==> src/hdl/ex_isa_pkg.sv <==
/*
 * Execute stage instruction encodings
 * Functional unit bit positions, micro-op codes and trap cause width
 */
`default_nettype none

package ex_isa_pkg;

    // Functional unit field
    // --------------------------------------------------
    localparam int FU_W   = 4;                 // One-hot unit select width
    localparam int FU_ALU = 0;                 // Integer ALU
    localparam int FU_LSU = 1;                 // Load/store address gen
    localparam int FU_CFU = 2;                 // Branches and jumps
    localparam int FU_CSR = 3;                 // CSR read/modify/write

    typedef logic [4:0] uop_t;                 // Micro-op, meaning set by fu

    // ALU micro-ops
    // --------------------------------------------------
    localparam uop_t ALU_ADD       = 5'b00001;
    localparam uop_t ALU_SUB       = 5'b00010;
    localparam uop_t ALU_XOR       = 5'b00100;
    localparam uop_t ALU_OR        = 5'b00101;
    localparam uop_t ALU_AND       = 5'b00110;
    localparam uop_t ALU_SLL       = 5'b01000;
    localparam uop_t ALU_SRL       = 5'b01001;
    localparam uop_t ALU_SRA       = 5'b01010;
    localparam uop_t ALU_ROR       = 5'b01011;
    localparam uop_t ALU_SLT       = 5'b01100;
    localparam uop_t ALU_SLTU      = 5'b01101;

    // Control flow micro-ops, [4:3] is 00 cond, 10 jump, 11 resolved
    // --------------------------------------------------
    localparam uop_t CFU_BEQ       = 5'b00001;
    localparam uop_t CFU_BNE       = 5'b00010;
    localparam uop_t CFU_BLT       = 5'b00100;
    localparam uop_t CFU_BGE       = 5'b00101;
    localparam uop_t CFU_BLTU      = 5'b00110;
    localparam uop_t CFU_BGEU      = 5'b00111;
    localparam uop_t CFU_JALI      = 5'b10001; // PC relative, target in opr_c
    localparam uop_t CFU_JALR      = 5'b10010; // Register indirect
    localparam uop_t CFU_NOT_TAKEN = 5'b11000;
    localparam uop_t CFU_TAKEN     = 5'b11001;

    localparam int LSU_LOAD  = 3;              // uop bit marking a load
    localparam int LSU_STORE = 4;              // uop bit marking a store

    localparam int trap_cause_w = 6;
    typedef logic [trap_cause_w-1:0] trap_cause_t;

endpackage

`default_nettype wire

==> src/hdl/ex_pipe_pkg.sv <==
/*
 * Execute stage pipeline structures
 * Word types plus the s2/s3 control and forwarding bundles
 */
`default_nettype none

package ex_pipe_pkg;

    import ex_isa_pkg::*;

    localparam int XLEN = 32;                  // RV32 only

    typedef logic [XLEN-1:0] word_t;           // Operand / result word
    typedef logic [4:0]      reg_addr_t;       // GPR index

    // Control travelling with each instruction
    // --------------------------------------------------
    typedef struct packed {
        reg_addr_t       rd;                   // Destination register
        uop_t            uop;                  // Micro-op code
        logic [FU_W-1:0] fu;                   // One-hot functional unit
        logic            trap;                 // Raise a trap in writeback
        logic [1:0]      size;                 // Instruction size
        logic [31:0]     instr;                // Raw instruction word
    } ex_ctrl_t;

    // Bypass info for the instruction now in execute
    typedef struct packed {
        reg_addr_t rd;                         // Destination register
        word_t     wdata;                      // Value headed for rd
        logic      load;                       // Real data arrives later
        logic      csr;                        // CSR result not yet known
    } ex_fwd_t;

endpackage

`default_nettype wire

==> src/hdl/ex_alu.sv <==
/*
 * Integer ALU
 * Add/sub, logic, shift/rotate and set-less-than, all single cycle.
 * Sum and compare flags are exported for address and branch logic
 */
`timescale 1ns/1ps
`default_nettype none

module ex_alu
    import ex_isa_pkg::*, ex_pipe_pkg::*;
(
    input  wire uop_t  i_uop,                  // Micro-op code
    input  wire word_t i_lhs,                  // Left operand
    input  wire word_t i_rhs,                  // Right operand
    output word_t      o_result,               // Selected ALU result
    output word_t      o_sum,                  // lhs + rhs, always valid
    output logic       o_lt,                   // Signed lhs < rhs
    output logic       o_ltu,                  // Unsigned lhs < rhs
    output logic       o_eq                    // lhs == rhs
);

    word_t             diff;                   // lhs - rhs
    logic [4:0]        shamt;                  // Shift amount, low 5 bits
    logic [2*XLEN-1:0] rot_wide;               // Doubled word for rotate

    // Adders and compares
    // --------------------------------------------------
    assign o_sum = i_lhs + i_rhs;
    assign diff  = i_lhs - i_rhs;
    assign o_eq  = (i_lhs == i_rhs);
    assign o_ltu = (i_lhs < i_rhs);
    assign o_lt  = ($signed(i_lhs) < $signed(i_rhs));

    // Shifter
    // --------------------------------------------------
    assign shamt    = i_rhs[4:0];
    assign rot_wide = {i_lhs, i_lhs} >> shamt; // Low half is the rotate

    always_comb begin
        case (i_uop)
            ALU_ADD:  o_result = o_sum;
            ALU_SUB:  o_result = diff;
            ALU_XOR:  o_result = i_lhs ^ i_rhs;
            ALU_OR:   o_result = i_lhs | i_rhs;
            ALU_AND:  o_result = i_lhs & i_rhs;
            ALU_SLL:  o_result = i_lhs << shamt;
            ALU_SRL:  o_result = i_lhs >> shamt;
            ALU_SRA:  o_result = $signed(i_lhs) >>> shamt;
            ALU_ROR:  o_result = rot_wide[XLEN-1:0];
            ALU_SLT:  o_result = {{(XLEN-1){1'b0}}, o_lt};
            ALU_SLTU: o_result = {{(XLEN-1){1'b0}}, o_ltu};
            default:  o_result = '0;           // Not an ALU op
        endcase
    end

endmodule

`default_nettype wire

==> src/hdl/ex_branch_unit.sv <==
/*
 * Branch resolution
 * Turns a conditional branch into taken/not-taken and forms the jump target
 */
`timescale 1ns/1ps
`default_nettype none

module ex_branch_unit
    import ex_isa_pkg::*, ex_pipe_pkg::*;
(
    input  wire uop_t  i_uop,                  // Incoming CFU micro-op
    input  wire word_t i_opr_c,                // PC relative target
    input  wire word_t i_sum,                  // rs1 + imm from the ALU
    input  wire        i_lt,                   // Signed compare
    input  wire        i_ltu,                  // Unsigned compare
    input  wire        i_eq,                   // Equality
    output uop_t       o_uop,                  // Resolved micro-op
    output word_t      o_target                // Halfword aligned target
);

    logic is_cond;                             // Conditional branch
    logic taken;                               // Condition holds

    always_comb begin
        is_cond = 1'b1;
        taken   = 1'b0;
        case (i_uop)
            CFU_BEQ:  taken = i_eq;
            CFU_BNE:  taken = !i_eq;
            CFU_BLT:  taken = i_lt;
            CFU_BGE:  taken = !i_lt;
            CFU_BLTU: taken = i_ltu;
            CFU_BGEU: taken = !i_ltu;
            default:  is_cond = 1'b0;          // Jumps pass unchanged
        endcase
    end

    assign o_uop = !is_cond ? i_uop :
                   taken    ? CFU_TAKEN : CFU_NOT_TAKEN;

    // JALR target comes off the adder, everything else from opr_c
    assign o_target = (i_uop == CFU_JALR) ? {i_sum[XLEN-1:1], 1'b0} :
                                            {i_opr_c[XLEN-1:1], 1'b0};

endmodule

`default_nettype wire

==> src/hdl/ex_result_select.sv <==
/*
 * Execute result select
 * Picks s3 operands per functional unit, inserts the trap cause and
 * builds the bypass bundle for the decode side
 */
`timescale 1ns/1ps
`default_nettype none

module ex_result_select
    import ex_isa_pkg::*, ex_pipe_pkg::*;
(
    input  wire ex_ctrl_t i_ctrl,              // s2 control
    input  wire word_t    i_opr_a,             // s2 operand A
    input  wire word_t    i_opr_c,             // s2 operand C
    input  wire word_t    i_alu_result,        // ALU result
    input  wire word_t    i_sum,               // a + b
    input  wire word_t    i_target,            // Jump target
    input  wire uop_t     i_cfu_uop,           // Resolved branch uop
    output ex_ctrl_t      o_ctrl,              // Next s3 control
    output word_t         o_opr_a,             // Next s3 operand A
    output word_t         o_opr_b,             // Next s3 operand B
    output logic          o_opr_b_load,        // Operand B is meaningful
    output ex_fwd_t       o_fwd                // Bypass bundle
);

    logic        fu_alu;
    logic        fu_lsu;
    logic        fu_cfu;
    logic        fu_csr;
    logic        lsu_load;
    logic        lsu_store;
    trap_cause_t trap_cause;
    word_t       opr_b_unit;                   // Operand B before trap override

    // Unit decode
    // --------------------------------------------------
    assign fu_alu    = i_ctrl.fu[FU_ALU];
    assign fu_lsu    = i_ctrl.fu[FU_LSU];
    assign fu_cfu    = i_ctrl.fu[FU_CFU];
    assign fu_csr    = i_ctrl.fu[FU_CSR];
    assign lsu_load  = fu_lsu && i_ctrl.uop[LSU_LOAD];
    assign lsu_store = fu_lsu && i_ctrl.uop[LSU_STORE];

    // Operand muxes, fu is one-hot so AND-OR is enough
    // --------------------------------------------------
    assign o_opr_a = ({XLEN{fu_alu}} & i_alu_result) |
                     ({XLEN{fu_lsu}} & i_sum)        |    // Memory address
                     ({XLEN{fu_cfu}} & i_target)     |
                     ({XLEN{fu_csr}} & i_opr_a);          // CSR write data

    assign opr_b_unit = {XLEN{lsu_store || fu_csr}} & i_opr_c;

    // Decode traps carry rd as the cause code
    assign trap_cause   = trap_cause_t'(i_ctrl.rd);
    assign o_opr_b      = i_ctrl.trap ? word_t'(trap_cause) : opr_b_unit;
    assign o_opr_b_load = lsu_store || fu_csr || i_ctrl.trap;

    always_comb begin
        o_ctrl = i_ctrl;
        if (fu_cfu) begin
            o_ctrl.uop = i_cfu_uop;            // Branch outcome to writeback
        end
    end

    assign o_fwd = '{
        rd:    i_ctrl.rd,
        wdata: o_opr_a,
        load:  lsu_load,
        csr:   fu_csr
    };

endmodule

`default_nettype wire

==> src/hdl/ex_stage_reg.sv <==
/*
 * Pipeline register
 * Holds one payload with a valid bit, stalls under busy, clears on flush
 */
`timescale 1ns/1ps
`default_nettype none

module ex_stage_reg #(
    parameter type PAYLOAD_T = logic           // Carried payload
) (
    input  wire           g_clk,
    input  wire           g_resetn,            // Sync, active low
    input  wire           i_load,              // Capture i_data
    input  wire PAYLOAD_T i_data,              // Next payload
    input  wire           i_flush,             // Empty the register
    input  wire           i_busy,              // Downstream stalled
    output PAYLOAD_T      o_data,              // Registered payload
    output logic          o_valid              // o_data holds an instruction
);

    // Flush wins over load, busy freezes everything else
    // --------------------------------------------------
    always_ff @(posedge g_clk) begin
        if (!g_resetn || i_flush) begin
            o_data  <= '0;
            o_valid <= 1'b0;
        end else if (!i_busy) begin
            o_valid <= i_load;
            if (i_load) begin
                o_data <= i_data;
            end
        end
    end

    // Flushed instruction never reaches the next stage
    a_flush_empties: assert property (
        @(posedge g_clk) disable iff (!g_resetn)
        i_flush |=> !o_valid
    );

endmodule

`default_nettype wire

==> src/hdl/ex_execute_stage.sv <==
/*
 * RV32 execute stage
 * ALU, branch resolution, address and CSR operand forming, then one
 * register stage toward writeback
 */
`timescale 1ns/1ps
`default_nettype none

module ex_execute_stage
    import ex_isa_pkg::*, ex_pipe_pkg::*;
(
    input  wire           g_clk,
    input  wire           g_resetn,            // Sync, active low
    input  wire           i_s2_valid,          // Decode has an instruction
    input  wire ex_ctrl_t i_s2_ctrl,           // Decode control
    input  wire word_t    i_s2_opr_a,          // rs1 or PC
    input  wire word_t    i_s2_opr_b,          // rs2 or immediate
    input  wire word_t    i_s2_opr_c,          // Store data, CSR data, target
    input  wire           i_flush,             // Kill the s3 contents
    input  wire           i_s3_busy,           // Writeback stalled
    output logic          o_s2_busy,           // Stall decode
    output ex_fwd_t       o_fwd,               // Bypass for current s2
    output ex_ctrl_t      o_s3_ctrl,
    output word_t         o_s3_opr_a,
    output word_t         o_s3_opr_b,
    output logic          o_s3_valid
);

    logic     accept;                          // Instruction moves to s3
    word_t    alu_result;
    word_t    alu_sum;
    logic     alu_lt;
    logic     alu_ltu;
    logic     alu_eq;
    uop_t     cfu_uop;
    word_t    cfu_target;
    ex_ctrl_t n_s3_ctrl;
    word_t    n_s3_opr_a;
    word_t    n_s3_opr_b;
    logic     opr_b_load;

    // All units finish in one cycle, only writeback can stall us
    assign o_s2_busy = i_s3_busy;
    assign accept    = i_s2_valid && !o_s2_busy;

    // Units
    // --------------------------------------------------
    ex_alu u_alu (
        .i_uop    (i_s2_ctrl.uop),
        .i_lhs    (i_s2_opr_a),
        .i_rhs    (i_s2_opr_b),
        .o_result (alu_result),
        .o_sum    (alu_sum),
        .o_lt     (alu_lt),
        .o_ltu    (alu_ltu),
        .o_eq     (alu_eq)
    );

    ex_branch_unit u_branch (
        .i_uop    (i_s2_ctrl.uop),
        .i_opr_c  (i_s2_opr_c),
        .i_sum    (alu_sum),
        .i_lt     (alu_lt),
        .i_ltu    (alu_ltu),
        .i_eq     (alu_eq),
        .o_uop    (cfu_uop),
        .o_target (cfu_target)
    );

    ex_result_select u_select (
        .i_ctrl       (i_s2_ctrl),
        .i_opr_a      (i_s2_opr_a),
        .i_opr_c      (i_s2_opr_c),
        .i_alu_result (alu_result),
        .i_sum        (alu_sum),
        .i_target     (cfu_target),
        .i_cfu_uop    (cfu_uop),
        .o_ctrl       (n_s3_ctrl),
        .o_opr_a      (n_s3_opr_a),
        .o_opr_b      (n_s3_opr_b),
        .o_opr_b_load (opr_b_load),
        .o_fwd        (o_fwd)
    );

    // s3 registers
    // --------------------------------------------------
    ex_stage_reg #(.PAYLOAD_T(ex_ctrl_t)) u_reg_ctrl (
        .g_clk    (g_clk),
        .g_resetn (g_resetn),
        .i_load   (accept),
        .i_data   (n_s3_ctrl),
        .i_flush  (i_flush),
        .i_busy   (i_s3_busy),
        .o_data   (o_s3_ctrl),
        .o_valid  (o_s3_valid)
    );

    ex_stage_reg #(.PAYLOAD_T(word_t)) u_reg_opr_a (
        .g_clk    (g_clk),
        .g_resetn (g_resetn),
        .i_load   (accept),
        .i_data   (n_s3_opr_a),
        .i_flush  (i_flush),
        .i_busy   (i_s3_busy),
        .o_data   (o_s3_opr_a),
        .o_valid  ()                           // Tracked by u_reg_ctrl
    );

    ex_stage_reg #(.PAYLOAD_T(word_t)) u_reg_opr_b (
        .g_clk    (g_clk),
        .g_resetn (g_resetn),
        .i_load   (accept && opr_b_load),      // Only stores, CSR, traps
        .i_data   (n_s3_opr_b),
        .i_flush  (i_flush),
        .i_busy   (i_s3_busy),
        .o_data   (o_s3_opr_b),
        .o_valid  ()
    );

    // Checks
    // --------------------------------------------------
    a_s3_hold: assert property (
        @(posedge g_clk) disable iff (!g_resetn)
        (o_s3_valid && i_s3_busy && !i_flush) |=>
            (o_s3_valid && $stable(o_s3_ctrl) &&
             $stable(o_s3_opr_a) && $stable(o_s3_opr_b))
    );

    a_fu_onehot: assert property (
        @(posedge g_clk) disable iff (!g_resetn)
        accept |-> $onehot(i_s2_ctrl.fu)
    );

endmodule

`default_nettype wire

==> config.mk <==
export PLATFORM = sky130hd
export DESIGN_NAME = ex_execute_stage
export DESIGN_NICKNAME = d
export VERILOG_FILES = /design/src/hdl/ex_isa_pkg.sv /design/src/hdl/ex_pipe_pkg.sv /design/src/hdl/ex_alu.sv /design/src/hdl/ex_branch_unit.sv /design/src/hdl/ex_result_select.sv /design/src/hdl/ex_stage_reg.sv /design/src/hdl/ex_execute_stage.sv
export SDC_FILE = /design/constraint.sdc
export NUM_CORES = 1
export LEC_CHECK = 0
export ABC_AREA = 0
export BUFFER_PORTS_ARGS = -buffer_cell sky130_fd_sc_hd__buf_2
export CAP_MARGIN = 20
export CELL_PAD_IN_SITES_DETAIL_PLACEMENT = 0
export CELL_PAD_IN_SITES_GLOBAL_PLACEMENT = 1
export CORE_ASPECT_RATIO = 0.8
export CORE_MARGIN = 3
export CORE_UTILIZATION = 35
export CTS_CLUSTER_SIZE = 14
export DETAILED_ROUTE_END_ITERATION = 7
export GPL_ROUTABILITY_DRIVEN = 0
export PLACE_DENSITY_LB_ADDON = 0.1
export REMOVE_ABC_BUFFERS = 1
export SYNTH_ARGS = -nofsm -noshare
export SYNTH_HDL_FRONTEND = slang
export SYNTH_SLANG_ARGS = --single-unit
==> constraint.sdc <==
create_clock -name g_clk -period 7.89 [get_ports g_clk]
set_input_delay 1.578 -clock g_clk [delete_from_list [all_inputs] [get_ports g_clk]]
set_output_delay 1.578 -clock g_clk [all_outputs]
set_load 0.005 [all_outputs]
==> results of run 1 <==
-- registers in the layout, summed over array words and instances (netlist names) --
signal and count:
u_reg_opr_a.o_data 32, u_reg_ctrl.o_valid 1, u_reg_opr_b.o_data 32, u_reg_ctrl.o_data 49
-- tightest hold or removal path: stages (launching register included) --
cell and delay [ns]:
dfxtp_1 0.30, nand2_1 0.05, a21oi_1 0.05
-- per-layer routing --
layer / routed length [µm] / vias up
met1: 34100 / 8984
li1: - / 8125
met5: 27 / -
met3: 10000 / 169
met2: 34300 / 1242
met4: 2870 / 4
-- report_power, final --
part	internal [mW]	total [mW]	switching, mW
clock	0.448	0.761	0.312
sequential	0.589	0.595	0.00608
combinational	0.382	1.08	0.701
total	1.42	2.44	1.02
-- layout by cell type, fill, tap and decap left out, types with 35 or more instances in the layout --
master	Yosys	final
buf_4	12	62
a22oi_1	52	52
dfxtp_1	114	114
inv_1	96	96
nand3_1	35	35
buf_2	28	302
mux4_2	73	73
a21oi_1	169	169
nand2_1	225	225
ha_1	104	104
nor2_1	227	226
mux2i_1	59	59
nor3_1	51	50
o21ai_0	94	93
-- final timing paths --
path                              start                    end  slack, ns
hold reg to reg   u_reg_ctrl.o_data[44]  u_reg_ctrl.o_data[44]       0.45
hold / removal    u_reg_ctrl.o_data[44]  u_reg_ctrl.o_data[44]       0.45
setup reg to reg  u_reg_ctrl.o_data[39]  u_reg_ctrl.o_data[39]       6.78
setup / recovery         i_s2_opr_a[20]              o_fwd[27]       0.66
-- per-stage QoR --
stage	cell area [µm²]	hold slack, ns	instances	total power, mW
6_report	18100	0.450	2878	2.44
5_1_grt	18100	0.463	2877	2.54
4_1_cts	18100	0.451	2876	2.42
3_5_place_dp	17500	0.443	2844	1.65
3_3_place_gp	17500	0.438	2844	1.65
2_1_floorplan	14700	0.453	1884	1.19
-- kinds of logic after synthesis --
group           after synthesis
xor+xnor                     34
fa+ha+maj                   106
mux                         161
flops                       114
compound gates              671
simple gates                699
buf+inv                     308
-- layout make-up --
class                   instances  area, µm²  share of cell area [%]
flip-flops and latches        114       2280                    12.6
clock inverters                13        111                   0.616
inverters                      99        372                    2.05
clock buffers                  19        453                    2.50
repair buffers                366       2020                    11.2
diodes                          1       2.50                  0.0138
multi-input cells            1671      12100                    66.9
well taps                     595        744                    4.12
==> flow_metrics.env, run 1 <==
export IMPL_routed_wl_mm=81.3
export IMPL_cell_pwr_density_nw_per_um2=135
export IMPL_timing_critical_path_max_delay_family="simple AND/OR/NAND/NOR gates"
export IMPL_number_of_buffers_inserted_for_hold_repair_after_clock_tree_synthesis=0
export IMPL_vias=18500
export IMPL_timing_max_cap_violations=0
export IMPL_most_repeated_cell_in_the_gate_level_netlist_after_synthesis="nor2_1"
export IMPL_worst_hold_path_type="reg2reg"
export IMPL_flow_area_growth_from_synthesis_pct=16.0
export IMPL_route_detailed_wl_per_inst_um=28.3
export IMPL_synth_top_area_share_pct=14.6
export IMPL_groute_layer_met2_usage_pct=49.3
export IMPL_synth_cell_area_um2=15600
export IMPL_post_cts_resized_instances=0
export IMPL_gr_usage_all_layers_pct=33.1
export IMPL_global_routing_s_busiest_layer="met2"
export IMPL_die_x_um=242
export IMPL_use_met1_pct=46.3
export IMPL_synth_fa_ha_area_share_pct=8.60
export IMPL_synth_xor_area_share_pct=1.91
export IMPL_ys_ff_latch=114
export IMPL_worstSkewPairLatency_ns=0.42
export IMPL_numClockSinks=114
export IMPL_ctsLongestPathBuffers=2
export IMPL_clock_slew_at_the_register_clock_pins_of_the_worst_setup_and_hold_paths_ns=0.06
export IMPL_final_max_slew_viol_count=0
export IMPL_crit_buf_inv=3
export IMPL_rr_worst_depth=4
export IMPL_vias_per_cell=6.44
export IMPL_synth_yosys_warnings=0
export IMPL_final_core_util_pct=41.5
export IMPL_yosys_top_cells_count="227 x nor2_1, 225 x nand2_1, 169 x a21oi_1"
export IMPL_critPathSlowestCell="nor4_1"
export IMPL_post_synthesis_mean_instance_area_um2=7.45
export IMPL_min_period_over_period_pct=91.7
export IMPL_max_clock_freq_ghz=0.138
export IMPL_max_slew_margin_pct=25.6
export IMPL_ys_types=95
export IMPL_drc=0
export IMPL_tritoncts="built"
export IMPL_worst_path_largest_cell_delay_ns=0.78
export IMPL_timing_critical_path_to_type="output pin"
export IMPL_share_of_final_layout_standard_cells_stronger_than_drive_strength_1_pct=23.9
export IMPL_synth_seq_area_share_pct=14.6
export IMPL_clock_root_buffer="clkbuf_16"
export IMPL_setup_worst_path_start_class="primary input"
export IMPL_netlist_top_cells_area="dfxtp_1 15%, mux4_2 11%, ha_1 8.3%"
export IMPL_finalWorstPathRequiredPeriod_ns=7.23
export IMPL_worstPathRequired_ns=6.31
export IMPL_initialDrtViolationCount=2501
export IMPL_worst_ep_arrival_time_ns=5.66
export IMPL_nets=2525
export IMPL_detailed_place_hpwl_mm=62.2
export IMPL_grt_setup_unrepaired="false"
export IMPL_antenna_found_initial=2
export IMPL_crit_path_cell_trace="buf_2 -> inv_1 -> ha_1 -> or2_2 -> nor4_1 -> nand2_1 -> a211oi_1 -> or2_2 -> a21oi_1 -> mux2_1 -> a22oi_1 -> nand2_1 -> buf_2"
export IMPL_syn_inst=2093
export IMPL_grt_pass1_vias=17300
export IMPL_floorplan_initialDensity_pct=35.8
export IMPL_post_cts_repair_setup_buffers=0
export IMPL_grt_start_max_net_pins=68
export IMPL_multiplexer_area_fraction_after_synthesis_pct=16.4
export IMPL_timing_final_setup_violations=0
export IMPL_critical_path_depth=13
export IMPL_worstHoldPathCells=2
export IMPL_fp_dieH_um=195
export IMPL_dr_pass1_iters=6
export IMPL_accumulated_negative_setup_slack_ns=0
export IMPL_synthFlopType="dfxtp_1"
export IMPL_share_of_the_synthesized_area_in_compound_gates_ao_oa_aoi_oai_pct=29.6
export IMPL_peakVddDrop_uv=137
export IMPL_worst_slew_pin_transition_ns=1.11
export IMPL_clock_skew_ns=0
export IMPL_post_synth_top_area_cell="dfxtp_1"
export IMPL_timing_critical_path_fanout_max=15
export IMPL_finalHoldViolCount=0
export IMPL_detail_route_antenna_nets=0
export IMPL_floorplan_row_count=68
export IMPL_asyncSetResetFlopFracSynth_pct=0
export IMPL_global_route_usage_met3_pct=9.02
export IMPL_placement_io_buffers=303
export IMPL_status="finished, final reports clean"
export IMPL_io_pin_count=304
export IMPL_post_synth_and_or_nand_nor_area_fraction_pct=20.6
export IMPL_dp_slack_ns=0.964
export IMPL_static_leakage_power_nw=7.68
export IMPL_numCtsBuffers=17
export IMPL_die_area_um2=47100
export IMPL_synth_edf_count=0
export IMPL_setup_ws_ns=0.656
export IMPL_global_route_overflow_total=0
export IMPL_core_region_area_um2=43600
export IMPL_type_of_the_setup_path_with_the_least_slack="in2out"
export IMPL_synth_top_family_by_area="compound AO/OA/AOI/OAI gates"
export IMPL_h_tree_depth=4
export IMPL_grt_pass1_wl_mm=118
export IMPL_fillers=4611
Note: power is estimated with default switching activity, not from simulation.
==> run 2, diff against run 1 <==
PLACE_DENSITY = 0.74   (was not set)
PLACE_DENSITY_LB_ADDON = not set   (was 0.1)
RECOVER_POWER = 25   (was not set)
clock period = 7.25 ns   (was 7.89 ns; I/O delays follow)
==> flow_metrics.env, run 2 (synthesis gave the netlist of run 1 again) <==
export IMPL_peakVddDrop_uv=152
export IMPL_gr_usage_all_layers_pct=31.6
export IMPL_cell_pwr_density_nw_per_um2=152
export IMPL_final_max_slew_viol_count=52
export IMPL_ctsLongestPathBuffers=2
export IMPL_detailed_place_hpwl_mm=59.8
export IMPL_global_route_overflow_total=0
export IMPL_floorplan_initialDensity_pct=35.8
export IMPL_clock_slew_at_the_register_clock_pins_of_the_worst_setup_and_hold_paths_ns=0.05
export IMPL_grt_start_max_net_pins=85
export IMPL_worst_ep_arrival_time_ns=5.29
export IMPL_groute_layer_met2_usage_pct=45.4
export IMPL_dr_pass1_iters=8
export IMPL_global_routing_s_busiest_layer="met2"
export IMPL_global_route_usage_met3_pct=10.6
export IMPL_route_detailed_wl_per_inst_um=27.2
export IMPL_failing_checks="DRC, capacitance limit, slew limit"
export IMPL_routed_wl_mm=78.2
export IMPL_nets=2521
export IMPL_placement_io_buffers=303
export IMPL_numCtsBuffers=17
export IMPL_vias_per_cell=6.50
export IMPL_ff_latch_area_um2=2280
export IMPL_regMostFlops="u_reg_ctrl.o_data"
export IMPL_min_delay_start="u_reg_ctrl.o_data[44]"
export IMPL_timing_critical_path_to_type="output pin"
export IMPL_grt_pass1_wl_mm=115
export IMPL_antenna_found_initial=4
export IMPL_numClockSinks=114
export IMPL_finalHoldViolCount=0
export IMPL_die_area_um2=47100
export IMPL_worstSkewPairLatency_ns=0.42
export IMPL_flow_area_growth_from_synthesis_pct=16.0
export IMPL_worstPathRequired_ns=5.80
export IMPL_io_pin_count=304
export IMPL_reg_top3="u_reg_ctrl.o_data x49, u_reg_opr_a.o_data x32, u_reg_opr_b.o_data x32"
export IMPL_fillers=4552
export IMPL_accumulated_negative_setup_slack_ns=0
export IMPL_setup_ws_ns=0.512
export IMPL_initialDrtViolationCount=2649
export IMPL_worst_slew_pin_transition_ns=2.25
export IMPL_design_power_total_mw=2.75
export IMPL_tritoncts="built"
export IMPL_timing_final_setup_violations=0
export IMPL_static_leakage_power_nw=7.54
export IMPL_multi_input_comb_area_um2=12100
export IMPL_finalWorstPathRequiredPeriod_ns=6.74
export IMPL_most_frequent_standard_cell_in_the_layout_excluding_fill_and_tap_cells="buf_2"
export IMPL_number_of_buffers_inserted_for_hold_repair_after_clock_tree_synthesis=0
export IMPL_post_cts_resized_instances=0
export IMPL_core_region_area_um2=43600
export IMPL_post_cts_repair_setup_buffers=0
export IMPL_min_period_over_period_pct=92.9
export IMPL_largest_register_ff_count=49
export IMPL_max_slew_margin_pct=-50.0
export IMPL_use_met1_pct=44.3
export IMPL_clock_skew_ns=0
export IMPL_detail_route_antenna_nets=0
export IMPL_share_of_final_layout_standard_cells_stronger_than_drive_strength_1_pct=22.0
export IMPL_grt_setup_unrepaired="false"
export IMPL_grt_pass1_vias=17100
export IMPL_timing_max_cap_violations=1
export IMPL_max_clock_freq_ghz=0.148
export IMPL_vias=18700
export IMPL_floorplan_row_count=68
export IMPL_die_x_um=242
export IMPL_most_frequent_cells_in_the_layout="265 x buf_2, 226 x nor2_1, 225 x nand2_1"
export IMPL_drc=31
export IMPL_setup_worst_path_start_class="primary input"
export IMPL_timing_critical_path_fanout_max=14
export IMPL_h_tree_depth=4
export IMPL_rr_startpoint="u_reg_ctrl.o_data[39]"
export IMPL_clock_root_buffer="clkbuf_16"
export IMPL_fp_dieH_um=195
export IMPL_worst_hold_path_type="reg2reg"
export IMPL_status="finished, violations left"
export IMPL_dp_slack_ns=0.721
export IMPL_type_of_the_setup_path_with_the_least_slack="in2out"
export IMPL_crit_start="i_s2_opr_a[21]"
==> run 2: changes by cell type in the layout (fill, tap and decap cells not counted) <==
| cell | change |
|---|---|
| diode_2 | +1 |
| clkinvlp_4 | -2 |
| nand2b_1 | +1 |
| buf_2 | -37 |
| nand2b_4 | -1 |
| inv_6 | -1 |
| buf_16 | -1 |
| clkbuf_8 | -1 |
| clkinv_2 | -1 |
| clkinv_4 | -2 |
| buf_12 | +3 |
| buf_4 | -6 |
| clkbuf_1 | +39 |
| bufinv_16 | +4 |
==> run 2: worst max-delay path, stage by stage <==
cell and delay (ns):
buf_2 0.31, inv_1 0.09, ha_1 0.48, or2_2 0.37, nor4_1 0.56, nand2_1 0.11
a211oi_1 0.70, or2_2 0.28, a21oi_1 0.08, mux2_1 0.32, a22oi_1 0.28, nand2_1 0.10
buf_2 0.15
==> run 2: where the power goes <==
| group | leakage, nW | internal [mW] | switching (mW) |
|---|---|---|---|
| Clock | 0.306 | 0.614 | 0.316 |
| Combinational | 6.31 | 0.416 | 0.753 |
| Sequential | 0.924 | 0.642 | 0.00687 |
| Total | 7.54 | 1.67 | 1.08 |
==> run 2: layout make-up <==
| class | count | area share (%) |
|---|---|---|
| multi-input combinational | 1671 | 66.8 |
| sequential | 114 | 12.6 |
| timing repair buffer | 362 | 10.9 |
| tap | 595 | 4.12 |
| clock buffer | 20 | 2.47 |
| inverter | 99 | 2.05 |
| clock inverter | 11 | 1.02 |
| antenna | 2 | 0.0277 |
==> run 2: path summary, 6_finish.rpt <==
path	end	slack [ns]	cells after the start
setup / recovery	o_fwd[27]	0.51	13
hold / removal	u_reg_ctrl.o_data[44]	0.45	2
setup reg to reg	u_reg_ctrl.o_data[39]	6.22	4
hold reg to reg	u_reg_ctrl.o_data[44]	0.45	2
==> run 2: metrics by stage <==
step	hold WS, ns	cell area, µm²	std cells	util, %
floorplan	0.453	14700	1884	-
global placement	0.438	17500	2840	40.1
detailed placement	0.444	17500	2841	40.2
CTS	0.452	18100	2872	41.6
global route	0.475	18100	2872	41.5
finish	0.450	18100	2874	41.5
==> run 2: per-layer routing <==
layer  up-vias  share of wire (%)  wire length (µm)
met1      8891                 42             32800
met3       215                 14             10800
li1       8111                  -                 -
met4         6                4.1              3190
met2      1455                 40             31400
met5         -              0.041                32
